File: src/verilog/motion_pkg.sv
package motion_pkg;

  // Command codes carried in the top byte of a header word
  localparam logic [7:0] CMD_MOVE       = 8'd1;
  localparam logic [7:0] CMD_ENABLE     = 8'd2;
  localparam logic [7:0] CMD_DIVISOR    = 8'd3;
  localparam logic [7:0] CMD_MICROSTEPS = 8'd4;
  localparam logic [7:0] CMD_VERSION    = 8'd5;

  // API version returned after a version header
  localparam logic [7:0] VERSION_MAJOR = 8'd1;
  localparam logic [7:0] VERSION_MINOR = 8'd2;
  localparam logic [7:0] VERSION_PATCH = 8'd0;

  localparam int WORD_BITS        = 64;
  localparam int MOVE_QUEUE_DEPTH = 4;
  localparam int MOVE_PTR_BITS    = $clog2(MOVE_QUEUE_DEPTH);

  // One full step worth of accumulated rate, 2**40
  localparam logic signed [63:0] STEP_THRESHOLD = 64'sh0000_0100_0000_0000;

  // Ticks of CLK per DDA tick after reset
  localparam logic [7:0] DIVISOR_RESET = 8'd40;

  // One coordinated move as queued and executed
  typedef struct packed {
    logic               dir;
    logic        [63:0] duration;
    logic signed [63:0] rate;
    logic signed [63:0] rate_delta;
  } move_t;

  // Header layout, command byte then argument
  typedef struct packed {
    logic [7:0]  cmd;
    logic [55:0] arg;
  } spi_header_t;

  // Same SPI word, either a header or a signed data value
  typedef union packed {
    spi_header_t        hdr;
    logic signed [63:0] data;
  } spi_word_u;

endpackage
File: src/verilog/motion_top.sv
module motion_top (
  input  logic CLK,
  input  logic reset,
  input  logic sck,
  input  logic cs,
  input  logic copi,
  input  logic enc_a,
  input  logic enc_b,
  output logic cipo,
  output logic phase_a1,
  output logic phase_a2,
  output logic phase_b1,
  output logic phase_b2,
  output logic enc_fault,
  output logic led
);
  import motion_pkg::*;

  spi_word_u          rx_word;
  spi_word_u          tx_word;
  logic               word_done;
  move_t              push_move;
  move_t              pop_move;
  logic               push_req;
  logic               push_ack;
  logic               pop_req;
  logic               pop_ack;
  logic               enable;
  logic [1:0]         microsteps;
  logic [7:0]         divisor;
  logic               step;
  logic               dir;
  logic signed [63:0] enc_count;

  spi_word_port u_spi (.CLK, .reset, .sck, .cs, .copi, .cipo, .tx_word, .rx_word, .word_done);

  command_decoder u_dec (.CLK, .reset, .rx_word, .word_done, .tx_word, .push_req, .push_ack,
                         .push_move, .enable, .microsteps, .divisor, .enc_count);

  move_queue u_queue (.CLK, .reset, .push_req, .push_ack, .push_move, .pop_req, .pop_ack,
                      .pop_move);

  step_generator u_step (.CLK, .reset, .pop_req, .pop_ack, .pop_move, .divisor, .step, .dir);

  hbridge_phase u_bridge (.CLK, .reset, .step, .dir, .enable, .microsteps, .phase_a1,
                          .phase_a2, .phase_b1, .phase_b2);

  quad_encoder u_enc (.CLK, .reset, .enc_a, .enc_b, .count(enc_count), .fault(enc_fault));

  // Activity light, one toggle per SPI word
  always_ff @(posedge CLK) begin
    if (reset) begin
      led <= 1'b0;
    end else if (word_done) begin
      led <= ~led;
    end
  end

endmodule

File: src/verilog/quad_encoder.sv
module quad_encoder (
  input  logic               CLK,
  input  logic               reset,
  input  logic               enc_a,
  input  logic               enc_b,
  output logic signed [63:0] count,
  output logic               fault
);

  logic [1:0] a_s;
  logic [1:0] b_s;
  logic       prev_a;
  logic       prev_b;
  logic       moved;
  logic       both;
  logic       fwd;

  // Exactly one input changed
  assign moved = (a_s[1] ^ prev_a) ^ (b_s[1] ^ prev_b);
  // Both changed, an illegal transition
  assign both  = (a_s[1] ^ prev_a) & (b_s[1] ^ prev_b);
  // A leads B: 00 10 11 01
  assign fwd   = a_s[1] ^ prev_b;

  always_ff @(posedge CLK) begin
    if (reset) begin
      a_s    <= '0;
      b_s    <= '0;
      prev_a <= 1'b0;
      prev_b <= 1'b0;
      count  <= '0;
      fault  <= 1'b0;
    end else begin
      a_s    <= {a_s[0], enc_a};
      b_s    <= {b_s[0], enc_b};
      prev_a <= a_s[1];
      prev_b <= b_s[1];
      if (both) begin
        // Sticky until reset
        fault <= 1'b1;
      end else if (moved) begin
        count <= fwd ? count + 64'sd1 : count - 64'sd1;
      end
    end
  end

endmodule

File: src/verilog/hbridge_phase.sv
module hbridge_phase (
  input  logic       CLK,
  input  logic       reset,
  input  logic       step,
  input  logic       dir,
  input  logic       enable,
  input  logic [1:0] microsteps,
  output logic       phase_a1,
  output logic       phase_a2,
  output logic       phase_b1,
  output logic       phase_b2
);

  logic [2:0] phase_idx;
  logic [2:0] stride;
  logic [3:0] coils;

  // Half step walks every entry, full step every other one
  assign stride = (microsteps == 2'd2) ? 3'd1 : 3'd2;

  always_ff @(posedge CLK) begin
    if (reset) begin
      phase_idx <= '0;
    end else if (step && enable) begin
      // Wraps around the eight entry table
      phase_idx <= dir ? phase_idx + stride : phase_idx - stride;
    end
  end

  // {a1, a2, b1, b2}, A+ then AB, B+, and so on
  always_comb begin
    case (phase_idx)
      3'd0:    coils = 4'b1000;
      3'd1:    coils = 4'b1010;
      3'd2:    coils = 4'b0010;
      3'd3:    coils = 4'b0110;
      3'd4:    coils = 4'b0100;
      3'd5:    coils = 4'b0101;
      3'd6:    coils = 4'b0001;
      default: coils = 4'b1001;
    endcase
  end

  // Coils off when disabled
  assign {phase_a1, phase_a2, phase_b1, phase_b2} = enable ? coils : 4'b0000;

endmodule

File: src/verilog/step_generator.sv
module step_generator (
  input  logic              CLK,
  input  logic              reset,
  input  logic              pop_req,
  output logic              pop_ack,
  input  motion_pkg::move_t pop_move,
  input  logic [7:0]        divisor,
  output logic              step,
  output logic              dir
);
  import motion_pkg::*;

  logic               busy;
  logic               load;
  logic               tick;
  logic [7:0]         div_cnt;
  logic [63:0]        remaining;
  logic signed [63:0] cur_rate;
  logic signed [63:0] rate_delta;
  logic signed [63:0] accum;
  logic signed [63:0] accum_next;

  assign load       = !busy && pop_req && !pop_ack;
  // Divisor of 0 or 1 gives a tick every cycle
  assign tick       = busy && (({1'b0, div_cnt} + 9'd1) >= {1'b0, divisor});
  assign accum_next = accum + cur_rate;

  // Handshake, divider and run state
  always_ff @(posedge CLK) begin
    if (reset) begin
      busy    <= 1'b0;
      pop_ack <= 1'b0;
      step    <= 1'b0;
      div_cnt <= '0;
      dir     <= 1'b0;
    end else begin
      step <= 1'b0;
      if (pop_ack && !pop_req) begin
        pop_ack <= 1'b0;
      end
      if (load) begin
        pop_ack <= 1'b1;
        dir     <= pop_move.dir;
        div_cnt <= '0;
        // Zero length move completes on load
        busy    <= pop_move.duration != '0;
      end else if (tick) begin
        div_cnt <= '0;
        step    <= accum_next > 64'sd0;
        if (remaining == 64'd1) begin
          busy <= 1'b0;
        end
      end else if (busy) begin
        div_cnt <= div_cnt + 8'd1;
      end
    end
  end

  // DDA datapath
  always_ff @(posedge CLK) begin
    if (load) begin
      remaining  <= pop_move.duration;
      cur_rate   <= pop_move.rate;
      rate_delta <= pop_move.rate_delta;
      accum      <= '0;
    end else if (tick) begin
      remaining <= remaining - 64'd1;
      // Rate for tick k+1
      cur_rate  <= cur_rate + rate_delta;
      if (accum_next > 64'sd0) begin
        accum <= accum_next - STEP_THRESHOLD;
      end else begin
        accum <= accum_next;
      end
    end
  end

endmodule

File: src/verilog/move_queue.sv
module move_queue (
  input  logic              CLK,
  input  logic              reset,
  input  logic              push_req,
  output logic              push_ack,
  input  motion_pkg::move_t push_move,
  output logic              pop_req,
  input  logic              pop_ack,
  output motion_pkg::move_t pop_move
);
  import motion_pkg::*;

  move_t mem [MOVE_QUEUE_DEPTH];
  logic [MOVE_PTR_BITS-1:0] wr_ptr;
  logic [MOVE_PTR_BITS-1:0] rd_ptr;
  logic [MOVE_PTR_BITS:0]   count;
  logic full;
  logic empty;
  logic do_push;
  logic do_pop;

  assign full    = count == (MOVE_PTR_BITS + 1)'(MOVE_QUEUE_DEPTH);
  assign empty   = count == '0;
  // One entry per request, ack high blocks a second write
  assign do_push = push_req && !push_ack && !full;
  assign do_pop  = pop_req && pop_ack;

  always_ff @(posedge CLK) begin
    if (reset) begin
      wr_ptr   <= '0;
      rd_ptr   <= '0;
      count    <= '0;
      push_ack <= 1'b0;
      pop_req  <= 1'b0;
    end else begin
      // Push side four-phase
      if (do_push) begin
        wr_ptr   <= wr_ptr + 1'b1;
        push_ack <= 1'b1;
      end else if (!push_req) begin
        push_ack <= 1'b0;
      end
      // Pop side, wait for ack low before offering the next entry
      if (do_pop) begin
        rd_ptr  <= rd_ptr + 1'b1;
        pop_req <= 1'b0;
      end else if (!pop_req && !pop_ack && !empty) begin
        pop_req <= 1'b1;
      end
      count <= count + (MOVE_PTR_BITS + 1)'(do_push) - (MOVE_PTR_BITS + 1)'(do_pop);
    end
  end

  always_ff @(posedge CLK) begin
    if (do_push) begin
      mem[wr_ptr] <= push_move;
    end
  end

  // Head entry stays put until popped
  assign pop_move = mem[rd_ptr];

endmodule

File: src/verilog/command_decoder.sv
module command_decoder (
  input  logic                  CLK,
  input  logic                  reset,
  input  motion_pkg::spi_word_u rx_word,
  input  logic                  word_done,
  output motion_pkg::spi_word_u tx_word,
  output logic                  push_req,
  input  logic                  push_ack,
  output motion_pkg::move_t     push_move,
  output logic                  enable,
  output logic [1:0]            microsteps,
  output logic [7:0]            divisor,
  input  logic signed [63:0]    enc_count
);
  import motion_pkg::*;

  logic       in_message;
  logic [7:0] msg_cmd;
  logic [1:0] data_cnt;
  move_t      move_build;
  logic       push_idle;
  logic       version_hdr;

  // No handshake in flight, both phases returned low
  assign push_idle   = !push_req && !push_ack;
  assign version_hdr = !in_message && (rx_word.hdr.cmd == CMD_VERSION);

  // Message FSM and settings registers
  always_ff @(posedge CLK) begin
    if (reset) begin
      in_message <= 1'b0;
      msg_cmd    <= '0;
      data_cnt   <= '0;
      enable     <= 1'b0;
      microsteps <= 2'd1;
      divisor    <= DIVISOR_RESET;
      push_req   <= 1'b0;
    end else begin
      // Queue took the move
      if (push_req && push_ack) begin
        push_req <= 1'b0;
      end
      if (word_done) begin
        if (!in_message) begin
          msg_cmd  <= rx_word.hdr.cmd;
          data_cnt <= '0;
          case (rx_word.hdr.cmd)
            CMD_MOVE:       in_message <= 1'b1;
            // Version reply goes out on the next word, swallow it
            CMD_VERSION:    in_message <= 1'b1;
            CMD_ENABLE:     enable <= rx_word.hdr.arg[0];
            CMD_DIVISOR:    divisor <= rx_word.hdr.arg[7:0];
            CMD_MICROSTEPS: microsteps <= rx_word.hdr.arg[1:0];
            default:        in_message <= 1'b0;
          endcase
        end else if (msg_cmd == CMD_MOVE && data_cnt != 2'd2) begin
          data_cnt <= data_cnt + 2'd1;
        end else begin
          in_message <= 1'b0;
          // Move dropped if the previous push is still pending
          if (msg_cmd == CMD_MOVE && push_idle) begin
            push_req <= 1'b1;
          end
        end
      end
    end
  end

  // Move assembly and reply word
  always_ff @(posedge CLK) begin
    if (word_done) begin
      if (!in_message) begin
        if (rx_word.hdr.cmd == CMD_MOVE) begin
          move_build.dir <= rx_word.hdr.arg[0];
        end
      end else if (msg_cmd == CMD_MOVE) begin
        case (data_cnt)
          2'd0: move_build.duration <= rx_word.data;
          2'd1: move_build.rate <= rx_word.data;
          default: begin
            // Held stable for the whole handshake
            if (push_idle) begin
              push_move <= '{dir:        move_build.dir,
                             duration:   move_build.duration,
                             rate:       move_build.rate,
                             rate_delta: rx_word.data};
            end
          end
        endcase
      end
      if (version_hdr) begin
        tx_word.data <= {40'd0, VERSION_MAJOR, VERSION_MINOR, VERSION_PATCH};
      end else begin
        tx_word.data <= enc_count;
      end
    end
  end

endmodule

File: src/verilog/spi_word_port.sv
module spi_word_port (
  input  logic                  CLK,
  input  logic                  reset,
  input  logic                  sck,
  input  logic                  cs,
  input  logic                  copi,
  output logic                  cipo,
  input  motion_pkg::spi_word_u tx_word,
  output motion_pkg::spi_word_u rx_word,
  output logic                  word_done
);
  import motion_pkg::*;

  // Two sync flops, third stage only for edge detect
  logic [2:0] sck_s;
  logic [2:0] cs_s;
  logic [1:0] copi_s;
  logic       sck_rise;
  logic       sck_fall;
  logic       cs_fall;
  logic       cs_active;
  logic [$clog2(WORD_BITS)-1:0] bit_cnt;
  logic [WORD_BITS-1:0]         rx_shift;
  logic [WORD_BITS-1:0]         tx_shift;

  assign sck_rise  = sck_s[1] & ~sck_s[2];
  assign sck_fall  = ~sck_s[1] & sck_s[2];
  assign cs_fall   = ~cs_s[1] & cs_s[2];
  assign cs_active = ~cs_s[1];

  always_ff @(posedge CLK) begin
    if (reset) begin
      sck_s  <= '0;
      cs_s   <= '1;
      copi_s <= '0;
    end else begin
      sck_s  <= {sck_s[1:0], sck};
      cs_s   <= {cs_s[1:0], cs};
      copi_s <= {copi_s[0], copi};
    end
  end

  // Bit counter, cleared while deselected
  always_ff @(posedge CLK) begin
    if (reset) begin
      bit_cnt   <= '0;
      word_done <= 1'b0;
    end else begin
      word_done <= 1'b0;
      if (!cs_active) begin
        bit_cnt <= '0;
      end else if (sck_rise) begin
        bit_cnt <= bit_cnt + 1'b1;
        // Last bit of the word taken, counter wraps to 0
        if (&bit_cnt) begin
          word_done <= 1'b1;
        end
      end
    end
  end

  // MSB first both ways
  always_ff @(posedge CLK) begin
    if (sck_rise && cs_active) begin
      rx_shift <= {rx_shift[WORD_BITS-2:0], copi_s[1]};
    end
    if (cs_fall) begin
      tx_shift <= tx_word;
    end else if (sck_fall && cs_active) begin
      tx_shift <= {tx_shift[WORD_BITS-2:0], 1'b0};
    end
  end

  assign rx_word = rx_shift;
  assign cipo    = tx_shift[WORD_BITS-1];

endmodule

File: config.mk
export PLATFORM = sky130hd
export DESIGN_NAME = motion_top
export DESIGN_NICKNAME = d
export VERILOG_FILES = /design/src/verilog/motion_pkg.sv /design/src/verilog/motion_top.sv /design/src/verilog/quad_encoder.sv /design/src/verilog/hbridge_phase.sv /design/src/verilog/step_generator.sv /design/src/verilog/move_queue.sv /design/src/verilog/command_decoder.sv /design/src/verilog/spi_word_port.sv
export SDC_FILE = /design/constraint.sdc
export NUM_CORES = 2
export LEC_CHECK = 0
export BUFFER_PORTS_ARGS = -buffer_cell sky130_fd_sc_hd__buf_2
export CAP_MARGIN = 20
export CORE_ASPECT_RATIO = 1.2
export CORE_MARGIN = 10
export CORE_UTILIZATION = 64
export DETAILED_ROUTE_END_ITERATION = 16
export PLACE_DENSITY = 0.8
export SLEW_MARGIN = 20
export SYNTH_ARGS = -nofsm -noshare
export SYNTH_HDL_FRONTEND = slang
export SYNTH_SLANG_ARGS = --single-unit
File: constraint.sdc
create_clock -name CLK -period 18.2 [get_ports CLK]
set_input_delay 4.55 -clock CLK [delete_from_list [all_inputs] [get_ports CLK]]
set_output_delay 4.55 -clock CLK [all_outputs]
set_load 0.05 [all_outputs]
==> results.md <==
* Status: finished, final reports clean
* Inserted Clock Buffers at 154
* H-tree depth at 4
* DR iter-0 viols at 5,119
* Final hold vios at 0
* Clock network power share at 38.5%
* Root buffer cell: clkbuf_16
* RR Endpoint: u_step.accum[54]$_SDFFE_PP0P_
* Die area at 0.127 mm^2
* Synth-to-Final Area Change at 9.46%
* CP Max Fanout at 24
* Critical R2R Launch: u_step.accum[0]$_SDFFE_PP0P_
* First-pass GRT wire length at 274,000 um
* Period utilisation layout at 39.2%
* Die Y at 389 um
* Clock tree buffer depth at 3
* Syn Inst Count at 4,973
* Rows at 135
* Post-CTS Setup Bufs at 0
* Crit end category: flop
* R2R depth at 22
* NumNets Final at 5,225
* Clock skew at 0.0343 ns
* Antenna diodes at 0
* Min Tclk post-route at 7.13 ns
* WHS at 0.410 ns
* Commonest non-fill, non-tap cell in the layout: edfxtp_1
* Starting Density at 64.4%
* Register area at 0.0484 mm^2
* Post-synthesis register bit count at 1,678
* CTS tree: built
* Switching share of power at 24.2%
* Post-synth EDFFs at 1,478
* Filler Cell Count at 6,858
* Syn nets at 5,198
* Hold Path End: u_dec.push_move[187]$_DFFE_PP_
* Sequential share of the synthesized area at 66.7%
* Seq pwr share at 49.1%
* Maximum vdd drop at 148 uV
* Number of global-route vias before repair at 44,900
* P_sw at 2.10 mW
* GR Util All Layers at 28.0%
* Combinational power share at 12.4%
* Wire per inst at 27.0 um
* Max-slew violations at 0
* CP startpoint: u_step.accum[0]$_SDFFE_PP0P_
* Cts hold-fix bufs at 0
* Startpoint Class: flop
* RSZ-0062 raised after global routing: false
* Max-Cap Viols at 0
* Routed Antenna Nets at 0
* Commonest non-fill, non-tap cells in the layout: edfxtp_1, nand2_1, nor2_1
* Worst-Margin Slew at 1.21 ns
* Share of flip-flops with an asynchronous set or reset at 0%
* Mapped cell area at 0.0725 mm^2
* Total chip power at 8.67 mW
* Commonest register cell after synthesis: edfxtp_1
* Core area at 0.113 mm^2
* R2R Setup Slk at 11.07 ns
* Final HPWL from detailed placement at 104,000 um
* Routability Congestion at 0.924
* Hold Path Depth at 0
* Setup CP Type: reg2reg
* HP Start: u_dec.move_build[187]$_DFFE_PP_
* Leak at 25.8 nW
* I/O pin count at 14
* Post-CTS sizing at 0
* Worst EP required at 18.87 ns
* Distinct cells, synth at 98
* Slew headroom at 18.7%
* Layout cells sized above 1 at 12.4%
* Max Clock Freq at 140 MHz
* # setup viols final at 0
* Yosys warning count at 0
* Die Span X at 327 um
* Mean Syn Cell Area at 14.6 um^2
* Drt drc at 0
* Arr. time, crit path at 7.80 ns
* Largest net degree at the start of global routing at 138
* IO buf count at 13
* Grt ovf at 0
* DP Worst Slack at 11.47 ns
* HP Class: reg2reg
* Vias per inst at 6.69
* Clk pin slew, worst setup/hold paths at 0.07 ns
* Routed WL at 179,000 um
* Clock Latency Late Sink at 0.80 ns
* Power Density at 109 mW/mm^2
* Internal Power at 6.58 mW
* Multi-input gate area at 0.0231 mm^2
* Antenna violations before repair at 2
* Routed vias at 44,400
* Worst setup margin at 11.07 ns
* Final setup TNS at 0 ns
* DRT Pass-1 Iters at 8
* TritonCTS Sinks at 1,678
==> registers in the layout (all words and copies together) (netlist names), 64 cells and up, named ones only <==
| name | count |
|---|---|
| u_spi.rx_word | 64 |
| u_dec.push_move | 193 |
| u_dec.move_build | 129 |
| u_spi.tx_shift | 64 |
| u_step.accum | 64 |
| u_queue.mem | 772 |
| u_enc.count | 64 |
| u_dec.tx_word | 64 |
| u_step.cur_rate | 64 |
| u_step.rate_delta | 64 |
| u_step.remaining | 64 |
==> layer usage <==
layer  up-vias  track usage (%)  share of wire (%)
li1      19300                -                  -
met1     22100             35.2                 37
met2      2512             47.3                 50
met3       549             4.97                8.1
met4         2             12.5                4.7
met5         -                0             0.0073
==> final cells by class <==
| type | instances | share of cell area [%] |
|---|---|---|
| clock buffers | 183 | 5.30 |
| flip-flops and latches | 1678 | 60.9 |
| repair buffers | 61 | 0.586 |
| clock inverters | 103 | 1.23 |
| inverters | 86 | 0.419 |
| well taps | 1507 | 2.37 |
| multi-input cells | 3019 | 29.1 |
==> power by group through the flow <==
stage	logic [mW]	clock network (mW)	registers, mW
finish	1.07	3.34	4.26
global route	1.20	3.50	4.26
CTS	1.06	3.36	4.26
detailed placement	1.05	0	4.34
global placement	1.03	0	4.34
floorplan	0.860	0	4.32
==> Yosys cell counts, types with 9 or more instances <==
master | count | share of area, %
a221oi_1 | 10 | 0.12
nor2_1 | 316 | 1.6
clkbuf_1 | 121 | 0.63
or3_1 | 30 | 0.26
nor3_1 | 70 | 0.48
nand2_1 | 349 | 1.8
buf_1 | 40 | 0.21
nand2b_1 | 39 | 0.34
or4_1 | 17 | 0.18
nand4_1 | 58 | 0.50
xor2_1 | 97 | 1.2
o211ai_1 | 29 | 0.30
mux2i_1 | 57 | 0.79
a211o_1 | 17 | 0.21
edfxtp_1 | 1478 | 61
ha_1 | 213 | 3.7
and4_1 | 18 | 0.22
dfxtp_1 | 200 | 5.5
xnor2_1 | 134 | 1.6
nor4b_1 | 9 | 0.11
buf_2 | 20 | 0.14
o2111ai_1 | 9 | 0.11
a21o_1 | 133 | 1.4
inv_1 | 86 | 0.44
mux2_2 | 67 | 1.0
o22ai_1 | 9 | 0.078
a21oi_1 | 269 | 1.9
or2_2 | 17 | 0.15
mux4_2 | 193 | 6.0
and2_1 | 89 | 0.77
o21ai_0 | 235 | 1.6
nor4_1 | 39 | 0.34
a211oi_1 | 30 | 0.31
o21bai_1 | 33 | 0.34
o21a_1 | 35 | 0.36
o31ai_1 | 12 | 0.12
a31oi_1 | 31 | 0.27
nor2b_1 | 40 | 0.34
nand3_1 | 107 | 0.74
nand3b_1 | 10 | 0.10
and3_1 | 40 | 0.34
a2111oi_0 | 13 | 0.16
==> worst max path at each step <==
stage,endpoint,cells past startpoint
4_1_cts,u_step.accum[54]$_SDFFE_PP0P_,22
3_5_place_dp,u_step.accum[54]$_SDFFE_PP0P_,22
5_1_grt,u_step.accum[54]$_SDFFE_PP0P_,22
6_report,u_step.accum[54]$_SDFFE_PP0P_,22
3_3_place_gp,u_step.accum[54]$_SDFFE_PP0P_,22
2_1_floorplan,u_dec.push_move[0]$_DFFE_PP_,3
==> cell families after synthesis <==
kind of cell | share of synthesized area [%]
xor gates and xnor gates | 2.79
buffers and inverters | 1.51
AOI/OAI and AO/OA | 8.59
and+or+nand+nor | 8.79
DFF | 66.7
muxes | 7.82
adders and majority gates | 3.81
==> worst max-delay path, stage by stage (launching register included) <==
cell      delay, ns
dfxtp_1        0.40
ha_1           0.27
inv_1          0.11
fa_1           0.41
nand2b_1       0.24
a21bo_1        0.23
a21oi_1        0.50
a211o_1        0.43
o211a_1        0.28
o41a_1         0.20
xor2_1         0.13
inv_1          0.13
ha_1           0.26
nand3_1        0.11
nor4_1         0.27
nand4_1        0.17
nor3_1         0.23
nand4_1        0.11
nor4_1         0.54
nand4_1        0.39
or4b_1         0.95
and3_1         0.35
a221o_1        0.28
==> per-stage QoR <==
step	cells	utilization, %	area (um^2)
floorplan	4973	-	72500
global placement	6351	65.9	74200
detailed placement	6351	65.9	74200
CTS	6637	70.5	79400
global route	6637	70.5	79400
finish	6637	70.5	79400
(Power assumes the default switching activity.)
